### src/gcd_pkg.sv
//--------------------------------------------------
// gcd shared types
// operand width, request word, control and status
// bundles, mux selects and FSM states
//--------------------------------------------------

`default_nettype none

package gcd_pkg;

  // operand and result width
  localparam int gcd_nbits = 16;

  // request operands, a in the upper half
  typedef struct packed {
    logic [gcd_nbits-1:0] a;
    logic [gcd_nbits-1:0] b;
  } gcd_req_t;

  // queue stores raw, datapath reads ops
  typedef union packed {
    logic [2*gcd_nbits-1:0] raw;
    gcd_req_t               ops;
  } gcd_req_u;

  //------------------------------------------------
  // mux selects
  //------------------------------------------------

  typedef enum logic [1:0] {
    a_sel_in  = 2'd0,
    a_sel_sub = 2'd1,
    a_sel_b   = 2'd2
  } a_sel_e;

  typedef enum logic {
    b_sel_a  = 1'b0,
    b_sel_in = 1'b1
  } b_sel_e;

  // control into datapath
  typedef struct packed {
    a_sel_e a_sel;
    logic   a_en;
    b_sel_e b_sel;
    logic   b_en;
  } gcd_ctrl_t;

  // status back to control
  typedef struct packed {
    logic a_lt_b;
    logic b_zero;
  } gcd_status_t;

  // engine FSM states
  typedef enum logic [1:0] {
    idle = 2'd0,
    calc = 2'd1,
    done = 2'd2
  } gcd_state_e;

endpackage

`default_nettype wire
### src/gcd_top.sv
//--------------------------------------------------
// gcd top
// request queue -> GCD engine -> response queue,
// all on one clock
//--------------------------------------------------

`timescale 1ns/1ps
`default_nettype none

module gcd_top #(
  parameter int p_num_entries = 2
) (
  input  wire                            clk,
  input  wire                            reset,
  input  wire                            req_val,
  output logic                           req_rdy,
  input  wire  gcd_pkg::gcd_req_u        req_msg,
  output logic                           resp_val,
  input  wire                            resp_rdy,
  output logic [gcd_pkg::gcd_nbits-1:0]  resp_msg
);

  import gcd_pkg::*;

  // request queue to engine
  logic        eng_req_val;
  logic        eng_req_rdy;
  gcd_req_u    eng_req;

  // engine to response queue
  logic                 eng_resp_val;
  logic                 eng_resp_rdy;
  logic [gcd_nbits-1:0] eng_result;

  // control <-> datapath
  gcd_ctrl_t   ctrl;
  gcd_status_t status;

  //------------------------------------------------
  // request side
  //------------------------------------------------

  // queue carries the raw word, the datapath reads ops
  normal_queue #(
    .p_data_width  ($bits(gcd_req_u)),
    .p_num_entries (p_num_entries)
  ) req_queue (
    .clk   (clk),
    .reset (reset),
    .w_val (req_val),
    .w_rdy (req_rdy),
    .w_msg (req_msg.raw),
    .r_val (eng_req_val),
    .r_rdy (eng_req_rdy),
    .r_msg (eng_req.raw)
  );

  //------------------------------------------------
  // engine
  //------------------------------------------------

  gcd_ctrl ctrl_unit (
    .clk      (clk),
    .reset    (reset),
    .req_val  (eng_req_val),
    .req_rdy  (eng_req_rdy),
    .resp_val (eng_resp_val),
    .resp_rdy (eng_resp_rdy),
    .status   (status),
    .ctrl     (ctrl)
  );

  gcd_dpath dpath (
    .clk    (clk),
    .req    (eng_req),
    .ctrl   (ctrl),
    .status (status),
    .result (eng_result)
  );

  // response side
  normal_queue #(
    .p_data_width  (gcd_nbits),
    .p_num_entries (p_num_entries)
  ) resp_queue (
    .clk   (clk),
    .reset (reset),
    .w_val (eng_resp_val),
    .w_rdy (eng_resp_rdy),
    .w_msg (eng_result),
    .r_val (resp_val),
    .r_rdy (resp_rdy),
    .r_msg (resp_msg)
  );

endmodule

`default_nettype wire

### src/gcd_dpath.sv
//--------------------------------------------------
// gcd datapath
// A/B operand registers, input muxes, subtractor
// and the compare flags for the control
//--------------------------------------------------

`timescale 1ns/1ps
`default_nettype none

module gcd_dpath (
  input  wire                          clk,
  input  wire  gcd_pkg::gcd_req_u      req,
  input  wire  gcd_pkg::gcd_ctrl_t     ctrl,
  output gcd_pkg::gcd_status_t         status,
  output logic [gcd_pkg::gcd_nbits-1:0] result
);

  import gcd_pkg::*;

  logic [gcd_nbits-1:0] a_reg;
  logic [gcd_nbits-1:0] b_reg;
  logic [gcd_nbits-1:0] a_mux;
  logic [gcd_nbits-1:0] b_mux;
  logic [gcd_nbits-1:0] diff;

  //------------------------------------------------
  // input muxes
  //------------------------------------------------

  always_comb begin
    case (ctrl.a_sel)
      a_sel_in:  a_mux = req.ops.a;
      a_sel_sub: a_mux = diff;
      a_sel_b:   a_mux = b_reg;
      default:   a_mux = req.ops.a;
    endcase
  end

  // b takes old a on a swap
  assign b_mux = (ctrl.b_sel == b_sel_in) ? req.ops.b : a_reg;

  //------------------------------------------------
  // operand registers
  //------------------------------------------------

  always_ff @(posedge clk) begin
    if (ctrl.a_en) begin
      a_reg <= a_mux;
    end
    if (ctrl.b_en) begin
      b_reg <= b_mux;
    end
  end

  // subtract and compare
  assign diff          = a_reg - b_reg;
  assign status.a_lt_b = (a_reg < b_reg);
  assign status.b_zero = (b_reg == '0);

  // with b at zero the difference is the gcd
  assign result = diff;

endmodule

`default_nettype wire

### src/gcd_ctrl.sv
//--------------------------------------------------
// gcd control unit
// IDLE/CALC/DONE FSM, steers the datapath and
// runs the engine-side valid/ready handshake
//--------------------------------------------------

`timescale 1ns/1ps
`default_nettype none

module gcd_ctrl (
  input  wire                  clk,
  input  wire                  reset,
  input  wire                  req_val,
  output logic                 req_rdy,
  output logic                 resp_val,
  input  wire                  resp_rdy,
  input  wire  gcd_pkg::gcd_status_t status,
  output gcd_pkg::gcd_ctrl_t   ctrl
);

  import gcd_pkg::*;

  gcd_state_e state;
  gcd_state_e state_next;

  //------------------------------------------------
  // state register
  //------------------------------------------------

  always_ff @(posedge clk) begin
    if (reset) begin
      state <= idle;
    end else begin
      state <= state_next;
    end
  end

  //------------------------------------------------
  // next state
  //------------------------------------------------

  always_comb begin
    state_next = state;
    case (state)
      // take a request off the queue
      idle: if (req_val && req_rdy) state_next = calc;
      // finished once b reaches zero
      calc: if (!status.a_lt_b && status.b_zero) state_next = done;
      // wait for the response queue
      done: if (resp_val && resp_rdy) state_next = idle;
      default: state_next = idle;
    endcase
  end

  //------------------------------------------------
  // outputs
  //------------------------------------------------

  always_comb begin
    req_rdy    = 1'b0;
    resp_val   = 1'b0;
    ctrl.a_sel = a_sel_in;
    ctrl.a_en  = 1'b0;
    ctrl.b_sel = b_sel_in;
    ctrl.b_en  = 1'b0;
    case (state)
      idle: begin
        // load both operands from the request word
        req_rdy    = 1'b1;
        ctrl.a_sel = a_sel_in;
        ctrl.a_en  = 1'b1;
        ctrl.b_sel = b_sel_in;
        ctrl.b_en  = 1'b1;
      end
      calc: begin
        // swap when a < b, else a <= a - b
        ctrl.a_sel = status.a_lt_b ? a_sel_b : a_sel_sub;
        ctrl.a_en  = 1'b1;
        ctrl.b_sel = b_sel_a;
        ctrl.b_en  = status.a_lt_b;
      end
      done: resp_val = 1'b1;
      default: req_rdy = 1'b0;
    endcase
  end

endmodule

`default_nettype wire

### src/normal_queue.sv
//--------------------------------------------------
// normal queue
// single-clock FIFO with valid/ready on both sides
// and a combinational read port
//--------------------------------------------------

`timescale 1ns/1ps
`default_nettype none

module normal_queue #(
  parameter int p_data_width  = 32,
  parameter int p_num_entries = 2
) (
  input  wire                     clk,
  input  wire                     reset,
  input  wire                     w_val,
  output logic                    w_rdy,
  input  wire  [p_data_width-1:0] w_msg,
  output logic                    r_val,
  input  wire                     r_rdy,
  output logic [p_data_width-1:0] r_msg
);

  localparam int p_idx_bits = $clog2(p_num_entries);

  logic                  w_go;
  logic                  r_go;
  logic [p_idx_bits-1:0] w_idx;
  logic [p_idx_bits-1:0] r_idx;
  logic                  full;
  logic                  empty;

  // storage
  logic [p_data_width-1:0] mem [p_num_entries];

  // transfer strobes
  assign w_go = w_val && w_rdy;
  assign r_go = r_val && r_rdy;

  queue_ptr #(
    .p_num_entries (p_num_entries)
  ) ptr (
    .clk   (clk),
    .reset (reset),
    .w_go  (w_go),
    .r_go  (r_go),
    .w_idx (w_idx),
    .r_idx (r_idx),
    .full  (full),
    .empty (empty)
  );

  // write on handshake
  always_ff @(posedge clk) begin
    if (w_go) begin
      mem[w_idx] <= w_msg;
    end
  end

  // head entry visible a cycle after its write
  assign r_msg = mem[r_idx];
  assign w_rdy = !full;
  assign r_val = !empty;

endmodule

`default_nettype wire

### src/queue_ptr.sv
//--------------------------------------------------
// queue pointer counters
// write/read pointers with a wrap bit, giving the
// storage indices and the full/empty flags
//--------------------------------------------------

`timescale 1ns/1ps
`default_nettype none

module queue_ptr #(
  parameter int p_num_entries = 2
) (
  input  wire                                 clk,
  input  wire                                 reset,
  input  wire                                 w_go,
  input  wire                                 r_go,
  output logic [$clog2(p_num_entries)-1:0]    w_idx,
  output logic [$clog2(p_num_entries)-1:0]    r_idx,
  output logic                                full,
  output logic                                empty
);

  // depth must be a power of two
  localparam int p_idx_bits = $clog2(p_num_entries);

  // one extra bit on top for the wrap
  logic [p_idx_bits:0] w_ptr;
  logic [p_idx_bits:0] r_ptr;

  always_ff @(posedge clk) begin
    if (reset) begin
      w_ptr <= '0;
      r_ptr <= '0;
    end else begin
      if (w_go) begin
        w_ptr <= w_ptr + 1'b1;
      end
      if (r_go) begin
        r_ptr <= r_ptr + 1'b1;
      end
    end
  end

  assign w_idx = w_ptr[p_idx_bits-1:0];
  assign r_idx = r_ptr[p_idx_bits-1:0];

  // same slot, writer one lap ahead
  assign full  = (w_idx == r_idx) && (w_ptr[p_idx_bits] != r_ptr[p_idx_bits]);
  // reader caught up completely
  assign empty = (w_ptr == r_ptr);

endmodule

`default_nettype wire

### config.mk
export PLATFORM = sky130hd
export DESIGN_NAME = gcd_top
export DESIGN_NICKNAME = d
export VERILOG_FILES = /design/src/gcd_pkg.sv /design/src/gcd_top.sv /design/src/gcd_dpath.sv /design/src/gcd_ctrl.sv /design/src/normal_queue.sv /design/src/queue_ptr.sv
export SDC_FILE = /design/constraint.sdc
export NUM_CORES = 1
export LEC_CHECK = 0
export BUFFER_PORTS_ARGS = -buffer_cell sky130_fd_sc_hd__buf_2
export CAP_MARGIN = 20
export CORE_MARGIN = 5
export CORE_UTILIZATION = 30
export DETAILED_ROUTE_END_ITERATION = 7
export MAX_ROUTING_LAYER = met4
export SLEW_MARGIN = 0
export SYNTH_ARGS = -nofsm -noshare
export SYNTH_HDL_FRONTEND = slang
export SYNTH_SLANG_ARGS = --single-unit
### constraint.sdc
create_clock -name clk -period 6.2 [get_ports clk]
set_input_delay 0.31 -clock clk [delete_from_list [all_inputs] [get_ports clk]]
set_output_delay 0.31 -clock clk [all_outputs]
set_load 0.005 [all_outputs]
==> summary.md <==
| Metric | Value |
|---|---|
| Routability cong. | between 0.8 and 0.9 |
| Antenna cells | 0 |
| PwrDens | roughly 560 nW/um^2 |
| Period utilization | 46.2% |
| Core Area | approximately 20,000 um^2 |
| Post-CTS Setup Bufs | 0 |
| #FFs+latches synth | 140 |
| Placed Cells | around 760 |
| Biggest register | req_queue.mem |
| Final non-filler cell total | 795 |
| Vias per inst | 4.67 |
| Die Span Y | around 150 um |
| Reg clk slew, reported paths | approximately 60 ps |
| Area leader, netlist | edfxtp_1 |
| Place WS | between 3000 and 4000 ps |
| Top flop regs | req_queue.mem: 64 flops, resp_queue.mem: 32 flops |
| Via count | 3,709 |
| Slew margin rel. | 33.5% |
| Initial core utilization | between 30% and 40% |
| Final WL | 12,200 um |
| Synth area leaders | edfxtp_1, mux2i_1, dfxtp_1 |
| Worst VDD drop | roughly 0.21 mV |
| LEAKAGE | 0.00269 uW |
| Max-slew violation total from the final report | 0 |
| YS warnings | 0 |
| Bufs on Longest Clock Path | 2 |
| Largest net degree at the start of global routing | between 40 and 50 |
| Post-CTS resize count | 0 |
| Final Setup Violations | 0 |
| PnR worst setup slack | between 3000 and 4000 ps |
| Sequential area share after synthesis | ~66% |
| Max capacitance violation total | 0 |
| DRT iter0 DRCs | between 200 and 250 |
| Final Hold Viols | 0 |
| DR pass1 iterations | 4 |
| Row count | between 50 and 60 |
| CP endpoint kind | register |
| WS Path Type | reg2reg |
| Outcome | complete, no violations |
| Layout cells sized above 1 | between 20% and 30% |
| GRT Total Usage | between 10 and 15% |
| TNS Setup | 0 ps |
| NumNets Final | ~570 |
| Post-synth EDFFs | 128 |
| Synth-to-Final Area Change | 18.2% |
| Full die area | ~24,000 um^2 |
| CTS tree | done |
| Total grt overflow | 0 |
| Avg WL per Cell | roughly 15 um |
| Ys flop type | edfxtp_1 |
| Residual DRC | 0 |
| Syn avg cell area | 13.8 um^2 |
| WP data arrival | 3030 ps |
| Clock Latency Late Sink | ~420 ps |
| RSZ-0062 raised after global routing | false |
| Antenna-violating nets left | 0 |
| First-pass GRT wire length | 19,600 um |
| Fmax | between 300 and 400 MHz |
| Vias in the first global route | 3,724 |
| I/O Buffers | 53 |
| Hold Path Class | in2reg |
| Worst Max-Slew Pin Slew | ~1000 ps |
| Clock skew | ~12 ps |
| Htree depth | 4 |
| Post-Syn Area | 6230 um^2 |
| Post-DP HPWL | 8780 um |
| Worst Setup Start Kind | register |
| Die Wd | approximately 150 um |
| Worst-path fanout max | 3 |
| Synth Net Count | between 500 and 600 |
| TritonCTS Buffers | 17 |
| # clock sinks | 140 |
| Hold_buf cts | 0 |
| Fin crit period | about 2900 ps |
| Cells after synthesis | 450 |
| Max reg flops | 64 |
| FFs w/ async S/R, synth | 0% |
| IO Pins | 54 |
| Root cell of the clock tree | clkbuf_16 |
| Post-synth top area share | roughly 60% |
| Netlist cell types | 47 |
| WP data required | between 6000 and 7000 ps |
| Number of antenna violations at the first check in global routing | 0 |
routing by layer:
layer  GRT usage (%)  part of all wire [%]  up-vias
li1                -                     -     1822
met1            14.9                    50     1770
met2            15.2                    43      106
met3            2.70                   5.5       11
met4            4.42                   1.2        0
met5               -                     0        -
power by group:
group	total, uW	internal, uW	switching (uW)
clock	932	548	384
sequential	1600	1450	151
combinational	1620	610	1010
total	4150	2610	1540
layout by cell type (no fill, tap or decap), types with 2 or more instances in the layout:
cell        netlist  final
o21ai_1           2      2
dfxtp_1          12     11
o211ai_1          3      3
mux2_2           17     17
a21o_1            3      3
nand3_1           3      3
clkinv_4          0      3
clkinv_2          0      4
buf_4             0      4
nand3b_1          2      2
o21ai_0          20     20
clkbuf_16         0     17
nor3_1            7      6
xor2_1           10     10
and3_1            4      4
mux2i_1          32     32
and2b_1           2      2
edfxtp_1        128    128
a21oi_1          15     15
inv_1            21     21
nor4_1            3      3
a221o_1          16     16
nor2_1           40     39
clkinvlp_4        0      5
xnor2_1          14     14
a21oi_2           3      3
nand2_1          32     32
ha_1             16     16
nand2b_1          6      6
buf_2             3     53
nor2_4            2      2
o21a_1            3      3
worst paths after layout:
path | slack [ps] | start | cells after the start | endpoint
worst max-delay path | 3340 | dpath.b_reg[0]$_DFFE_PP_ | 8 | dpath.a_reg[14]$_DFFE_PN_
worst min-delay path | 80 | req_msg[6] | 1 | req_queue.mem[0][6]$_DFFE_PP_
worst max register to register | 3340 | dpath.b_reg[0]$_DFFE_PP_ | 8 | dpath.a_reg[14]$_DFFE_PN_
worst min register to register | 540 | req_queue.ptr.r_ptr[1]$_SDFFE_PP0P_ | 2 | req_queue.ptr.r_ptr[1]$_SDFFE_PP0P_
kinds of logic after synthesis:
family                     count (synthesis)  synth area share (%)
adders and majority gates                 17                  3.54
and+or+nand+nor                          106                  7.84
DFF                                      140                  65.6
muxes                                     49                  8.22
buffers and inverters                     36                  2.47
AOI/OAI and AO/OA                         78                  8.96
xor gates and xnor gates                  24                  3.38
cells in the mapped netlist, types with 3 or more instances:
cell type,count
a21o_1,3
a21oi_1,15
a21oi_2,3
a221o_1,16
and3_1,4
buf_2,3
clkbuf_1,10
dfxtp_1,12
edfxtp_1,128
ha_1,16
inv_1,21
mux2_2,17
mux2i_1,32
nand2_1,32
nand2b_1,6
nand3_1,3
nor2_1,40
nor3_1,7
nor4_1,3
o211ai_1,3
o21a_1,3
o21ai_0,20
xnor2_1,14
xor2_1,10
area by class of cell:
cell class,count,area [um^2]
clock buffers,17,425
clock inverters,15,126
inverters,21,78.8
repair buffers,58,307
multi-input cells,274,2000
flip-flops and latches,140,4090
well taps,270,338
fillers,1968,13000
metrics by stage:
stage	total power, uW	instance area (um^2)	hold slack (ps)	utilization [%]
4_1_cts	4180	7360	58.8	36.1
2_1_floorplan	2790	6230	409	-
3_5_place_dp	3230	6810	502	33.4
6_report	4150	7360	76.0	36.1
3_3_place_gp	3180	6800	497	33.4
5_1_grt	4440	7360	57.2	36.1
critical path, cell delays in order, from the launching register on:
cell	delay [ps]
edfxtp_1	420
ha_1	240
fa_1	400
nand2b_1	190
a21oi_1	240
o21ai_1	150
a2111oi_0	470
nor2_1	160
a221o_1	340
(Power assumes the default switching activity.)
